<file path="src/hdl/issue_pkg.sv">
package issue_pkg;

    // data and address width
    localparam int xlen = 32;

    typedef logic [4:0] reg_idx_t;

    // rv32i major opcodes
    localparam logic [6:0] op_lui    = 7'b0110111;
    localparam logic [6:0] op_auipc  = 7'b0010111;
    localparam logic [6:0] op_jal    = 7'b1101111;
    localparam logic [6:0] op_jalr   = 7'b1100111;
    localparam logic [6:0] op_branch = 7'b1100011;
    localparam logic [6:0] op_load   = 7'b0000011;
    localparam logic [6:0] op_store  = 7'b0100011;
    localparam logic [6:0] op_arith  = 7'b0110011;
    localparam logic [6:0] op_arithi = 7'b0010011;

    // kind of entry allocated in the reorder buffer
    typedef enum logic [1:0] {
        rob_reg  = 2'd0,
        rob_regi = 2'd1,
        rob_br   = 2'd2,
        rob_st   = 2'd3
    } rob_kind_t;

    // {branch, funct3, alt}
    typedef logic [4:0] rs_op_t;

    // {store, funct3}
    typedef logic [3:0] lsb_op_t;

    // one-hot instruction class, all zero for an unknown opcode
    typedef struct packed {
        logic lui;
        logic auipc;
        logic jal;
        logic jalr;
        logic branch;
        logic load;
        logic store;
        logic arith;
        logic arithi;
    } inst_class_t;

endpackage

</file>
<file path="src/hdl/operand_resolver.sv">
`timescale 1ns/1ps

module operand_resolver #(
    parameter int rob_idx_width = 4
) (
    input  logic                       used,
    input  logic [issue_pkg::xlen-1:0] rf_val,
    input  logic                       rf_has_dep,
    input  logic [rob_idx_width-1:0]   rf_dep,
    input  logic                       rob_done,
    input  logic [issue_pkg::xlen-1:0] rob_val,
    output logic [rob_idx_width-1:0]   rob_qry_idx,
    output logic [issue_pkg::xlen-1:0] val,
    output logic                       has_dep,
    output logic [rob_idx_width-1:0]   dep
);

    // the rob is always asked about the register file's tag
    assign rob_qry_idx = rf_dep;

    always_comb begin
        if (!rf_has_dep) begin
            val     = rf_val;
            has_dep = 1'b0;
            dep     = '0;
        end else if (rob_done) begin
            // producer finished, take the result and drop the tag
            val     = rob_val;
            has_dep = 1'b0;
            dep     = '0;
        end else begin
            val     = '0;
            has_dep = used;
            dep     = rf_dep;
        end
    end

    // a pending operand never carries a value
    always_comb begin
        if (has_dep) begin
            assert (val == '0)
                else $error("operand_resolver: pending operand has nonzero value");
        end
    end

endmodule

</file>
<file path="src/hdl/inst_decoder.sv">
`timescale 1ns/1ps

module inst_decoder (
    input  logic [issue_pkg::xlen-1:0] inst,
    input  logic [issue_pkg::xlen-1:0] inst_addr,
    output issue_pkg::inst_class_t     inst_class,
    output issue_pkg::reg_idx_t        rs1_idx,
    output issue_pkg::reg_idx_t        rs2_idx,
    output issue_pkg::reg_idx_t        rd,
    output logic                       rs2_used,
    output logic [issue_pkg::xlen-1:0] imm,
    output issue_pkg::rs_op_t          rs_op,
    output issue_pkg::lsb_op_t         lsb_op,
    output issue_pkg::rob_kind_t       rob_kind,
    output logic                       rob_done,
    output logic [issue_pkg::xlen-1:0] rob_value
);

    logic [6:0]                 opcode;
    logic [2:0]                 funct3;
    logic                       is_shift;
    logic                       alt;
    logic [issue_pkg::xlen-1:0] imm_i;
    logic [issue_pkg::xlen-1:0] imm_sh;
    logic [issue_pkg::xlen-1:0] imm_s;
    logic [issue_pkg::xlen-1:0] imm_b;
    logic [issue_pkg::xlen-1:0] imm_u;
    logic [issue_pkg::xlen-1:0] imm_j;

    assign opcode = inst[6:0];
    assign funct3 = inst[14:12];

    always_comb begin
        inst_class = '0;
        case (opcode)
            issue_pkg::op_lui:    inst_class.lui    = 1'b1;
            issue_pkg::op_auipc:  inst_class.auipc  = 1'b1;
            issue_pkg::op_jal:    inst_class.jal    = 1'b1;
            issue_pkg::op_jalr:   inst_class.jalr   = 1'b1;
            issue_pkg::op_branch: inst_class.branch = 1'b1;
            issue_pkg::op_load:   inst_class.load   = 1'b1;
            issue_pkg::op_store:  inst_class.store  = 1'b1;
            issue_pkg::op_arith:  inst_class.arith  = 1'b1;
            issue_pkg::op_arithi: inst_class.arithi = 1'b1;
            default: ;
        endcase
    end

    // slli, srli and srai
    assign is_shift = inst_class.arithi && (funct3[1:0] == 2'b01);

    // immediate formats, sign extended
    assign imm_i  = {{20{inst[31]}}, inst[31:20]};
    assign imm_sh = {27'b0, inst[24:20]};
    assign imm_s  = {{20{inst[31]}}, inst[31:25], inst[11:7]};
    assign imm_b  = {{19{inst[31]}}, inst[31], inst[7], inst[30:25], inst[11:8], 1'b0};
    assign imm_u  = {inst[31:12], 12'b0};
    assign imm_j  = {{11{inst[31]}}, inst[31], inst[19:12], inst[20], inst[30:21], 1'b0};

    always_comb begin
        case (1'b1)
            inst_class.arithi:                 imm = is_shift ? imm_sh : imm_i;
            inst_class.load, inst_class.jalr:  imm = imm_i;
            inst_class.store:                  imm = imm_s;
            inst_class.branch:                 imm = imm_b;
            inst_class.lui, inst_class.auipc:  imm = imm_u;
            inst_class.jal:                    imm = imm_j;
            default:                           imm = '0;
        endcase
    end

    assign rs1_idx  = inst[19:15];
    assign rs2_idx  = inst[24:20];
    assign rs2_used = inst_class.arith || inst_class.branch || inst_class.store;

    // branch rd holds the taken prediction
    always_comb begin
        if (inst_class.store) begin
            rd = 5'd0;
        end else if (inst_class.branch) begin
            rd = 5'd1;
        end else begin
            rd = inst[11:7];
        end
    end

    // funct7[5] only matters for arith and immediate shifts
    assign alt    = (inst_class.branch || (inst_class.arithi && !is_shift)) ? 1'b0 : inst[30];
    assign rs_op  = {inst_class.branch, funct3, alt};
    assign lsb_op = {inst_class.store, funct3};

    always_comb begin
        if (inst_class.arithi) begin
            rob_kind = issue_pkg::rob_regi;
        end else if (inst_class.branch) begin
            rob_kind = issue_pkg::rob_br;
        end else if (inst_class.store) begin
            rob_kind = issue_pkg::rob_st;
        end else begin
            rob_kind = issue_pkg::rob_reg;
        end
    end

    // these four finish at issue
    assign rob_done = inst_class.lui || inst_class.auipc || inst_class.jal || inst_class.jalr;

    always_comb begin
        if (inst_class.lui) begin
            rob_value = imm_u;
        end else if (inst_class.auipc) begin
            rob_value = inst_addr + imm_u;
        end else begin
            rob_value = inst_addr + 32'd4;
        end
    end

    always_comb begin
        assert ($onehot0(inst_class))
            else $error("inst_decoder: class is not one-hot");
    end

endmodule

</file>
<file path="src/hdl/next_pc_unit.sv">
`timescale 1ns/1ps

module next_pc_unit (
    input  logic                       inst_valid,
    input  logic [issue_pkg::xlen-1:0] inst_addr,
    input  issue_pkg::inst_class_t     inst_class,
    input  logic [issue_pkg::xlen-1:0] imm,
    input  logic [issue_pkg::xlen-1:0] r1_val,
    input  logic                       r1_has_dep,
    input  logic                       rob_full,
    input  logic                       rob_clear,
    input  logic                       rs_full,
    input  logic                       lsb_full,
    output logic [issue_pkg::xlen-1:0] next_pc,
    output logic                       stall
);

    // branches are always predicted taken
    always_comb begin
        if (inst_class.jal || inst_class.branch) begin
            next_pc = inst_addr + imm;
        end else if (inst_class.jalr) begin
            next_pc = r1_val + imm;
        end else begin
            next_pc = inst_addr + 32'd4;
        end
    end

    // jalr cannot redirect fetch until its base is known
    assign stall = !inst_valid
                || rob_clear
                || rob_full
                || rs_full
                || lsb_full
                || (inst_class.jalr && r1_has_dep);

endmodule

</file>
<file path="src/hdl/issue_register.sv">
`timescale 1ns/1ps

module issue_register #(
    parameter int rob_idx_width = 4
) (
    input  logic                       clk_in,
    input  logic                       rst_in,
    input  logic                       rdy_in,
    input  logic                       stall,
    input  logic                       rob_clear,
    input  logic [issue_pkg::xlen-1:0] inst_addr,
    input  issue_pkg::inst_class_t     inst_class,
    input  issue_pkg::reg_idx_t        dec_rd,
    input  logic [issue_pkg::xlen-1:0] dec_imm,
    input  issue_pkg::rs_op_t          dec_rs_op,
    input  issue_pkg::lsb_op_t         dec_lsb_op,
    input  issue_pkg::rob_kind_t       dec_rob_kind,
    input  logic                       dec_rob_done,
    input  logic [issue_pkg::xlen-1:0] dec_rob_value,
    input  logic [rob_idx_width-1:0]   rob_vacant,
    input  logic [issue_pkg::xlen-1:0] opd1_val,
    input  logic                       opd1_has_dep,
    input  logic [rob_idx_width-1:0]   opd1_dep,
    input  logic [issue_pkg::xlen-1:0] opd2_val,
    input  logic                       opd2_has_dep,
    input  logic [rob_idx_width-1:0]   opd2_dep,
    output logic                       rob_push,
    output logic                       rob_done,
    output logic [issue_pkg::xlen-1:0] rob_value,
    output logic [issue_pkg::xlen-1:0] rob_addr,
    output issue_pkg::rob_kind_t       rob_kind,
    output issue_pkg::reg_idx_t        rob_rd,
    output logic                       rs_push,
    output issue_pkg::rs_op_t          rs_op,
    output logic                       lsb_push,
    output issue_pkg::lsb_op_t         lsb_op,
    output logic [issue_pkg::xlen-1:0] r1_val,
    output logic [issue_pkg::xlen-1:0] r2_val,
    output logic                       r1_has_dep,
    output logic                       r2_has_dep,
    output logic [rob_idx_width-1:0]   r1_dep,
    output logic [rob_idx_width-1:0]   r2_dep,
    output logic [rob_idx_width-1:0]   entry_rob,
    output logic [issue_pkg::xlen-1:0] imm
);

    logic accept;
    logic to_rs;
    logic to_lsb;

    // qualified by rdy_in at the registers
    assign accept = !stall && !rob_clear;
    assign to_rs  = inst_class.arith || inst_class.arithi || inst_class.branch;
    assign to_lsb = inst_class.load || inst_class.store;

    // strobes and operands, zeroed on stall or clear
    always_ff @(posedge clk_in or posedge rst_in) begin
        if (rst_in) begin
            rob_push   <= 1'b0;
            rs_push    <= 1'b0;
            lsb_push   <= 1'b0;
            r1_val     <= '0;
            r2_val     <= '0;
            r1_has_dep <= 1'b0;
            r2_has_dep <= 1'b0;
            r1_dep     <= '0;
            r2_dep     <= '0;
            entry_rob  <= '0;
        end else if (rdy_in) begin
            rob_push   <= accept;
            rs_push    <= accept && to_rs;
            lsb_push   <= accept && to_lsb;
            r1_val     <= accept ? opd1_val : '0;
            // arithi carries its immediate as the second operand
            r2_val     <= !accept ? '0 : (inst_class.arithi ? dec_imm : opd2_val);
            r1_has_dep <= accept && opd1_has_dep;
            r2_has_dep <= accept && opd2_has_dep;
            r1_dep     <= accept ? opd1_dep : '0;
            r2_dep     <= accept ? opd2_dep : '0;
            entry_rob  <= accept ? rob_vacant : '0;
        end
    end

    // payload, only meaningful under a push strobe
    always_ff @(posedge clk_in) begin
        if (rdy_in && accept) begin
            rob_done  <= dec_rob_done;
            rob_value <= dec_rob_value;
            rob_kind  <= dec_rob_kind;
            rob_rd    <= dec_rd;
            rs_op     <= dec_rs_op;
            lsb_op    <= dec_lsb_op;
            imm       <= dec_imm;
            if (inst_class.branch) begin
                // fall-through for a mispredicted taken branch
                rob_addr <= inst_addr + 32'd4;
            end
        end
    end

    assert property (@(posedge clk_in) disable iff (rst_in) !(rs_push && lsb_push))
        else $error("issue_register: rs and lsb pushed together");

endmodule

</file>
<file path="src/hdl/issue_stage.sv">
`timescale 1ns/1ps

module issue_stage #(
    parameter int rob_idx_width = 4
) (
    input  logic                       clk_in,
    input  logic                       rst_in,
    input  logic                       rdy_in,
    // fetch
    input  logic                       inst_valid,
    input  logic [issue_pkg::xlen-1:0] inst,
    input  logic [issue_pkg::xlen-1:0] inst_addr,
    output logic                       stall,
    output logic [issue_pkg::xlen-1:0] next_pc,
    // register file
    output issue_pkg::reg_idx_t        rs1_idx,
    output issue_pkg::reg_idx_t        rs2_idx,
    input  logic [issue_pkg::xlen-1:0] rs1_val,
    input  logic                       rs1_has_dep,
    input  logic [rob_idx_width-1:0]   rs1_dep,
    input  logic [issue_pkg::xlen-1:0] rs2_val,
    input  logic                       rs2_has_dep,
    input  logic [rob_idx_width-1:0]   rs2_dep,
    // rob query
    output logic [rob_idx_width-1:0]   rob_qry1_idx,
    input  logic                       rob_qry1_done,
    input  logic [issue_pkg::xlen-1:0] rob_qry1_val,
    output logic [rob_idx_width-1:0]   rob_qry2_idx,
    input  logic                       rob_qry2_done,
    input  logic [issue_pkg::xlen-1:0] rob_qry2_val,
    // rob allocation
    input  logic                       rob_full,
    input  logic                       rob_clear,
    input  logic [rob_idx_width-1:0]   rob_vacant,
    output logic                       rob_push,
    output logic                       rob_done,
    output logic [issue_pkg::xlen-1:0] rob_value,
    output logic [issue_pkg::xlen-1:0] rob_addr,
    output issue_pkg::rob_kind_t       rob_kind,
    output issue_pkg::reg_idx_t        rob_rd,
    // rs and lsb
    input  logic                       rs_full,
    output logic                       rs_push,
    output issue_pkg::rs_op_t          rs_op,
    input  logic                       lsb_full,
    output logic                       lsb_push,
    output issue_pkg::lsb_op_t         lsb_op,
    output logic [issue_pkg::xlen-1:0] r1_val,
    output logic [issue_pkg::xlen-1:0] r2_val,
    output logic                       r1_has_dep,
    output logic                       r2_has_dep,
    output logic [rob_idx_width-1:0]   r1_dep,
    output logic [rob_idx_width-1:0]   r2_dep,
    output logic [rob_idx_width-1:0]   entry_rob,
    output logic [issue_pkg::xlen-1:0] imm
);

    issue_pkg::inst_class_t     dec_class;
    issue_pkg::reg_idx_t        dec_rd;
    logic                       dec_rs2_used;
    logic [issue_pkg::xlen-1:0] dec_imm;
    issue_pkg::rs_op_t          dec_rs_op;
    issue_pkg::lsb_op_t         dec_lsb_op;
    issue_pkg::rob_kind_t       dec_rob_kind;
    logic                       dec_rob_done;
    logic [issue_pkg::xlen-1:0] dec_rob_value;
    logic [issue_pkg::xlen-1:0] opd1_val;
    logic                       opd1_has_dep;
    logic [rob_idx_width-1:0]   opd1_dep;
    logic [issue_pkg::xlen-1:0] opd2_val;
    logic                       opd2_has_dep;
    logic [rob_idx_width-1:0]   opd2_dep;

    inst_decoder u_decoder (
        .inst       (inst),
        .inst_addr  (inst_addr),
        .inst_class (dec_class),
        .rs1_idx    (rs1_idx),
        .rs2_idx    (rs2_idx),
        .rd         (dec_rd),
        .rs2_used   (dec_rs2_used),
        .imm        (dec_imm),
        .rs_op      (dec_rs_op),
        .lsb_op     (dec_lsb_op),
        .rob_kind   (dec_rob_kind),
        .rob_done   (dec_rob_done),
        .rob_value  (dec_rob_value)
    );

    // rs1 is treated as always read
    operand_resolver #(.rob_idx_width(rob_idx_width)) u_opd1 (
        .used        (1'b1),
        .rf_val      (rs1_val),
        .rf_has_dep  (rs1_has_dep),
        .rf_dep      (rs1_dep),
        .rob_done    (rob_qry1_done),
        .rob_val     (rob_qry1_val),
        .rob_qry_idx (rob_qry1_idx),
        .val         (opd1_val),
        .has_dep     (opd1_has_dep),
        .dep         (opd1_dep)
    );

    operand_resolver #(.rob_idx_width(rob_idx_width)) u_opd2 (
        .used        (dec_rs2_used),
        .rf_val      (rs2_val),
        .rf_has_dep  (rs2_has_dep),
        .rf_dep      (rs2_dep),
        .rob_done    (rob_qry2_done),
        .rob_val     (rob_qry2_val),
        .rob_qry_idx (rob_qry2_idx),
        .val         (opd2_val),
        .has_dep     (opd2_has_dep),
        .dep         (opd2_dep)
    );

    next_pc_unit u_next_pc (
        .inst_valid (inst_valid),
        .inst_addr  (inst_addr),
        .inst_class (dec_class),
        .imm        (dec_imm),
        .r1_val     (opd1_val),
        .r1_has_dep (opd1_has_dep),
        .rob_full   (rob_full),
        .rob_clear  (rob_clear),
        .rs_full    (rs_full),
        .lsb_full   (lsb_full),
        .next_pc    (next_pc),
        .stall      (stall)
    );

    issue_register #(.rob_idx_width(rob_idx_width)) u_issue (
        .clk_in        (clk_in),
        .rst_in        (rst_in),
        .rdy_in        (rdy_in),
        .stall         (stall),
        .rob_clear     (rob_clear),
        .inst_addr     (inst_addr),
        .inst_class    (dec_class),
        .dec_rd        (dec_rd),
        .dec_imm       (dec_imm),
        .dec_rs_op     (dec_rs_op),
        .dec_lsb_op    (dec_lsb_op),
        .dec_rob_kind  (dec_rob_kind),
        .dec_rob_done  (dec_rob_done),
        .dec_rob_value (dec_rob_value),
        .rob_vacant    (rob_vacant),
        .opd1_val      (opd1_val),
        .opd1_has_dep  (opd1_has_dep),
        .opd1_dep      (opd1_dep),
        .opd2_val      (opd2_val),
        .opd2_has_dep  (opd2_has_dep),
        .opd2_dep      (opd2_dep),
        .rob_push      (rob_push),
        .rob_done      (rob_done),
        .rob_value     (rob_value),
        .rob_addr      (rob_addr),
        .rob_kind      (rob_kind),
        .rob_rd        (rob_rd),
        .rs_push       (rs_push),
        .rs_op         (rs_op),
        .lsb_push      (lsb_push),
        .lsb_op        (lsb_op),
        .r1_val        (r1_val),
        .r2_val        (r2_val),
        .r1_has_dep    (r1_has_dep),
        .r2_has_dep    (r2_has_dep),
        .r1_dep        (r1_dep),
        .r2_dep        (r2_dep),
        .entry_rob     (entry_rob),
        .imm           (imm)
    );

endmodule

</file>
<file path="config.mk">
export PLATFORM = sky130hd
export DESIGN_NAME = issue_stage
export DESIGN_NICKNAME = d
export VERILOG_FILES = /design/src/hdl/issue_pkg.sv /design/src/hdl/operand_resolver.sv /design/src/hdl/inst_decoder.sv /design/src/hdl/next_pc_unit.sv /design/src/hdl/issue_register.sv /design/src/hdl/issue_stage.sv
export SDC_FILE = /design/constraint.sdc
export NUM_CORES = 1
export LEC_CHECK = 0
export ABC_CLOCK_PERIOD_IN_PS = 7050
export BUFFER_PORTS_ARGS = -buffer_cell sky130_fd_sc_hd__buf_2
export CAP_MARGIN = 20
export CORE_AREA = 2 2 178 180
export DETAILED_ROUTE_END_ITERATION = 8
export DIE_AREA = 0 0 180 182
export GPL_TIMING_DRIVEN = 0
export PLACE_DENSITY = 0.77
export SLEW_MARGIN = 20
export SYNTH_ARGS = -nofsm -noshare
export SYNTH_HDL_FRONTEND = slang
export SYNTH_HIERARCHICAL = 1
export SYNTH_SLANG_ARGS = --single-unit
</file>
<file path="constraint.sdc">
create_clock -name clk_in -period 7.05 [get_ports clk_in]
set_clock_uncertainty 0.2 [all_clocks]
set_input_delay 0.705 -clock clk_in [delete_from_list [all_inputs] [get_ports clk_in]]
set_output_delay 0.705 -clock clk_in [all_outputs]
set_load 0.01 [all_outputs]
</file>
Yosys cells after proc, flatten, opt, wreduce, memory -nomap -nowiden
Index checks and enable logic that the tools add are counted.
- word-level logic and storage cells: 108
- register bits after elaboration: 194
- output and inout port bits: 245
- input port bits: 216
- mux-type cells: 41
- reduce and logical (&&, ||, !) cells: 32
- $add $sub $neg: 4
- eq/ne operators: 10
- operators by type and width (cell ; count):
    $mux W32 ; 18
    $add A32 B32 Y32 ; 3
    $add A32 B3 Y32 const B ; 1
    $mux W4 ; 7
    $eq A7 B6 Y1 const B ; 3
    $eq A7 B7 Y1 const B ; 3
    $logic_or A1 B1 Y1 ; 15
    $eq A7 B5 Y1 const B ; 2
    $mux W1 ; 14
    $logic_and A1 B1 Y1 ; 9
    $eq A7 B2 Y1 const B ; 1
    $reduce_or A2 Y1 ; 3
    $logic_not A1 Y1 ; 4
    $mux W2 ; 2
    $eq A2 B1 Y1 const B ; 1
    $reduce_and A2 Y1 ; 1

Longest topological paths before layout
- depth in word-level cells: 11
- mapped depth: 20
- depth with buffers taken out: 18

Modules after synthesis
Netlist, hierarchy kept.
- by module, submodules not included (module ; sequential area each (sq um) ; cells an instance ; area each (sq um) ; times used):
    issue_register ; 5420.2 ; 546 ; 7344.5 ; 1
    next_pc_unit ; 0.0 ; 681 ; 4520.6 ; 1
    inst_decoder ; 0.0 ; 405 ; 2546.2 ; 1
    operand_resolver ; 0.0 ; 51 ; 436.7 ; 2
    issue_stage ; 0.0 ; 1 ; 3.8 ; 1

Worst setup path after synthesis
No wires, ideal clock.
- path type: input-to-reg
- start: in inst[6] in the netlist's numbering
- end: reg u_issue/imm[0] in the netlist's numbering, enable pin
- path buffers: 5
- required time: 6373 ps
- setup time: 477 ps
- arrival time: 4807 ps
- slack: 1566 ps
- stages on the path: 12
- cell sequence: clkbuf_1 > nand3_1 > nor2_1 > clkbuf_1 > clkbuf_1 > buf_1 > a211oi_1 > nand3_1 > nor2_1 > nand2_1 > inv_1 > clkbuf_1
- RTL lines (element ; line ; RTL):
    start, declared ; issue_stage.sv:11 ; input logic [issue_pkg::xlen-1:0] inst,
    end signal, assigned ; issue_register.sv:93 ; imm <= dec_imm;
    end, declared ; issue_register.sv:44 ; output logic [issue_pkg::xlen-1:0] imm

==> summary.md <==
| Metric | Value |
|---|---|
| Clock slew at reported path FFs | `roughly 0.080 ns` |
| Post-synthesis sequential area ratio | `35.5%` |
| Tmin final | `~6.4 ns` |
| Commonest cells after routing, fill and taps aside | `buf_2, nand2_1, a21oi_1, inv_1, edfxtp_1` |
| Comb pwr share | `a little over a fifth` |
| Endpoints failing hold | `0` |
| Power share of the sequential group | `a little over two fifths` |
| Worst Tran Pin Value | `0.966 ns` |
| Ys Warns | `6` |
| Commonest non-fill, non-tap cell in the layout | `buf_2` |
| Clock tree sinks | `a little under 200` |
| Status | `complete, no violations` |
| Largest net degree at the start of global routing | `just under 60` |
| Vias | `about 16000` |
| Grt ovf | `0` |
| Die area | `~0.033 mm2` |
| Share of total power in the clock network | `a little over a third` |
| Antenna-violating nets left | `0` |
| Post-CTS Resized | `0` |
| CP max FO | `10` |
| Final Setup Violations | `0` |
| CP delay by family, top | `simple AND/OR/NAND/NOR gates` |
| Initial drt markers | `roughly 1600` |
| DR pass1 iterations | `5` |
| CP cell instances | `buf_2 -> nand2b_1 -> nor2_1 -> nand3_1 -> nor2_1 -> nor2_1 -> nor2_1 -> a21o_1 -> ha_1 -> clkbuf_1 -> nand4_1 -> nor4_1 -> or3_1 -> o22ai_1 -> a21oi_1 -> a211oi_1 -> a21boi_0 -> xnor2_1 -> mux2i_1 -> buf_2` |
| Starting Density | `roughly half` |
| CTS Root Cell | `clkbuf_16` |
| CTS tree | `built` |
| Setup TNS | `0 ns` |
| Layout Utilization | `about 60%` |
| Hold crit path type | `in -> async` |
| First-pass GRT wire length | `between 80000 and 90000 um` |
| P&R area growth vs syn | `22.8%` |
| Bufs and invs on worst path | `3` |
| Rel. slew slack | `34.9%` |
| Num CTS Buffers | `17` |
| Syn Nets | `2038` |
| R2r setup slk | `6.06 ns` |
| Synth Flop Type | `edfxtp_1` |
| Netlist cell types | `a little over 80` |
| Die Y-Extent | `around 180 um` |
| Die Width | `around 180 um` |
| Tot GR Track Use | `a little over a third` |
| Core area | `slightly above 0.03 mm2` |
| Async set-reset flop share out of synthesis | `41.8%` |
| IR drop worst, VDD | `between 0.15 and 0.2 mV` |
| Vias in the first global route | `around 15000` |
| Cell Int Power | `between 1.5 and 2 mW` |
| # fillers | `around 2800` |
| CP Launch Type | `input port` |
| Pwr dens | `about 150 mW/mm2` |
| Ports | `461` |
| F_max | `roughly 0.16 GHz` |
| Final nets | `roughly 2500` |
| Number of I/O port buffers | `around 460` |
| Synth Instances | `around 1700` |
| Register area | `0.00542 mm2` |
| Cell Rows | `between 60 and 70` |
| Post-synth EDFFs | `between 100 and 150` |
| DP HPWL | `a little under 50000 um` |
| Critical-path top delay cell | `nor2_1` |
| Post-CTS Setup Inserts | `0` |
| Max Cap Violations | `0` |
| Net load switching power | `roughly 0.86 mW` |
| Residual DRC count | `0` |
| Final hold slack | `slightly above 0.04 ns` |
| Share of layout cells above drive strength 1 | `25.7%` |
| Antenna violations before repair | `9` |
| Slew Limit Fails | `0` |
| Clock latency on the worst-skew pair | `between 0.4 and 0.5 ns` |
| GPL Wtd Cong | `about 0.96` |
| Worst EP arrival | `5.53 ns` |
| RSZ-0062 raised after global routing | `false` |
| Top cell by count, worst path | `nor2_1` |
| Area of the multi-input gates | `between 0.008 and 0.009 mm2` |
| Final wirelength | `between 50000 and 60000 um` |
| Total power | `~2.8 mW` |
| Mapped cell area | `about 0.015 mm2` |
| LEAKAGE | `8.51 nW` |
| CP required | `a little over 6 ns` |
| Crit Path Class | `in -> out` |
| Sw Ratio | `a little under a third` |
| Clock Tree Buf Depth | `2` |
| Vias/cell | `roughly 5.9` |
| Wire length per cell | `22.6 um` |
| # H-tree levels | `4` |
| Synth Area per Inst | `approximately 8.8 um2` |
| Crit-path max cell delay | `roughly 0.54 ns` |
| Seq cells post-synth | `between 150 and 200` |
| Cts hold-fix bufs | `0` |
| Worst Setup End Kind | `output pin` |
| Final period util | `between 90% and 100%` |
synth_stat cells (37+ instances only):
master	n	area share [%]
xnor2_1	88	5.0
o22ai_1	37	1.5
a21o_1	62	3.0
nand2_1	163	4.0
ha_1	84	6.9
inv_1	120	2.9
nor2_1	108	2.7
a22o_1	64	3.7
a21oi_1	120	3.9
o21ai_0	107	3.5
nand3_1	55	1.8
edfxtp_1	113	22
xor2_1	58	3.3
mux2i_1	45	2.9
clkbuf_1	64	1.6
dfrtp_1	81	13
cells by family after synthesis:
family	share of synthesized area (%)
other cells	0.0245
mux	3.27
fa+ha+maj	7.27
compound gates	22.9
flops	35.5
buf+inv	7.03
xor+xnor	8.36
simple gates	15.7
layer usage:
metal	share of wire, %	GRT usage (%)	vias up
met4	6.2	22.2	0
met2	47	58.8	794
met1	39	43.2	7414
met5	0	0	-
li1	-	-	7237
met3	7.7	7.00	160
sequential cells by signal, indices dropped and copies added, names as in the netlist:
| signal | count |
|---|---|
| u_issue/r1_has_dep | 1 |
| u_issue/rob_value | 32 |
| u_issue/r1_dep | 4 |
| u_issue/rob_push | 1 |
| u_issue/rob_addr | 32 |
| u_issue/imm | 32 |
| u_issue/entry_rob | 4 |
| u_issue/rs_op | 5 |
| u_issue/rob_rd | 5 |
| u_issue/lsb_push | 1 |
| u_issue/r2_dep | 4 |
| u_issue/r2_has_dep | 1 |
| u_issue/lsb_op | 4 |
| u_issue/rob_done | 1 |
| u_issue/rs_push | 1 |
| u_issue/r1_val | 32 |
| u_issue/r2_val | 32 |
| u_issue/rob_kind | 2 |
worst paths after layout:
path / start / endpoint / cells after the start
worst max-delay path: inst[4] / next_pc[31] / 20
worst min-delay path: rst_in / u_issue/r2_dep[3] / 2
worst max register to register: u_issue/r1_val[12] / u_issue/r1_val[12] / 2
worst min register to register: u_issue/r1_val[2] / u_issue/r1_val[2] / 2
max in group asynchronous: rst_in / u_issue/r2_val[24] / 3
min in group clk_in: rob_vacant[2] / u_issue/entry_rob[2] / 3
cell type report:
type	count	share of cell area, %
tap	402	2.68
clock buffer	22	2.70
inverter	120	2.41
multi-input combinational	1307	46.9
sequential	194	28.9
antenna	7	0.0933
clock inverter	10	0.433
buffer	114	3.35
timing repair buffer	461	12.6
power groups by stage:
stage / clock [mW] / combinational [mW] / sequential [mW]
floorplan: 0 / 0.361 / 1.24
global placement: 0 / 0.596 / 1.23
global route: 1.06 / 0.672 / 1.21
finish: 1.01 / 0.622 / 1.21
detailed placement: 0 / 0.606 / 1.23
CTS: 1.02 / 0.610 / 1.21
stage by stage:
step	worst slack (ns)	area (um2)	cells
floorplan	1.57	15300	1735
global placement	-0.628	18100	2595
detailed placement	0.785	18200	2598
CTS	0.748	18800	2630
global route	0.243	18800	2637
finish	0.618	18800	2637
(Power assumes the default switching activity.)
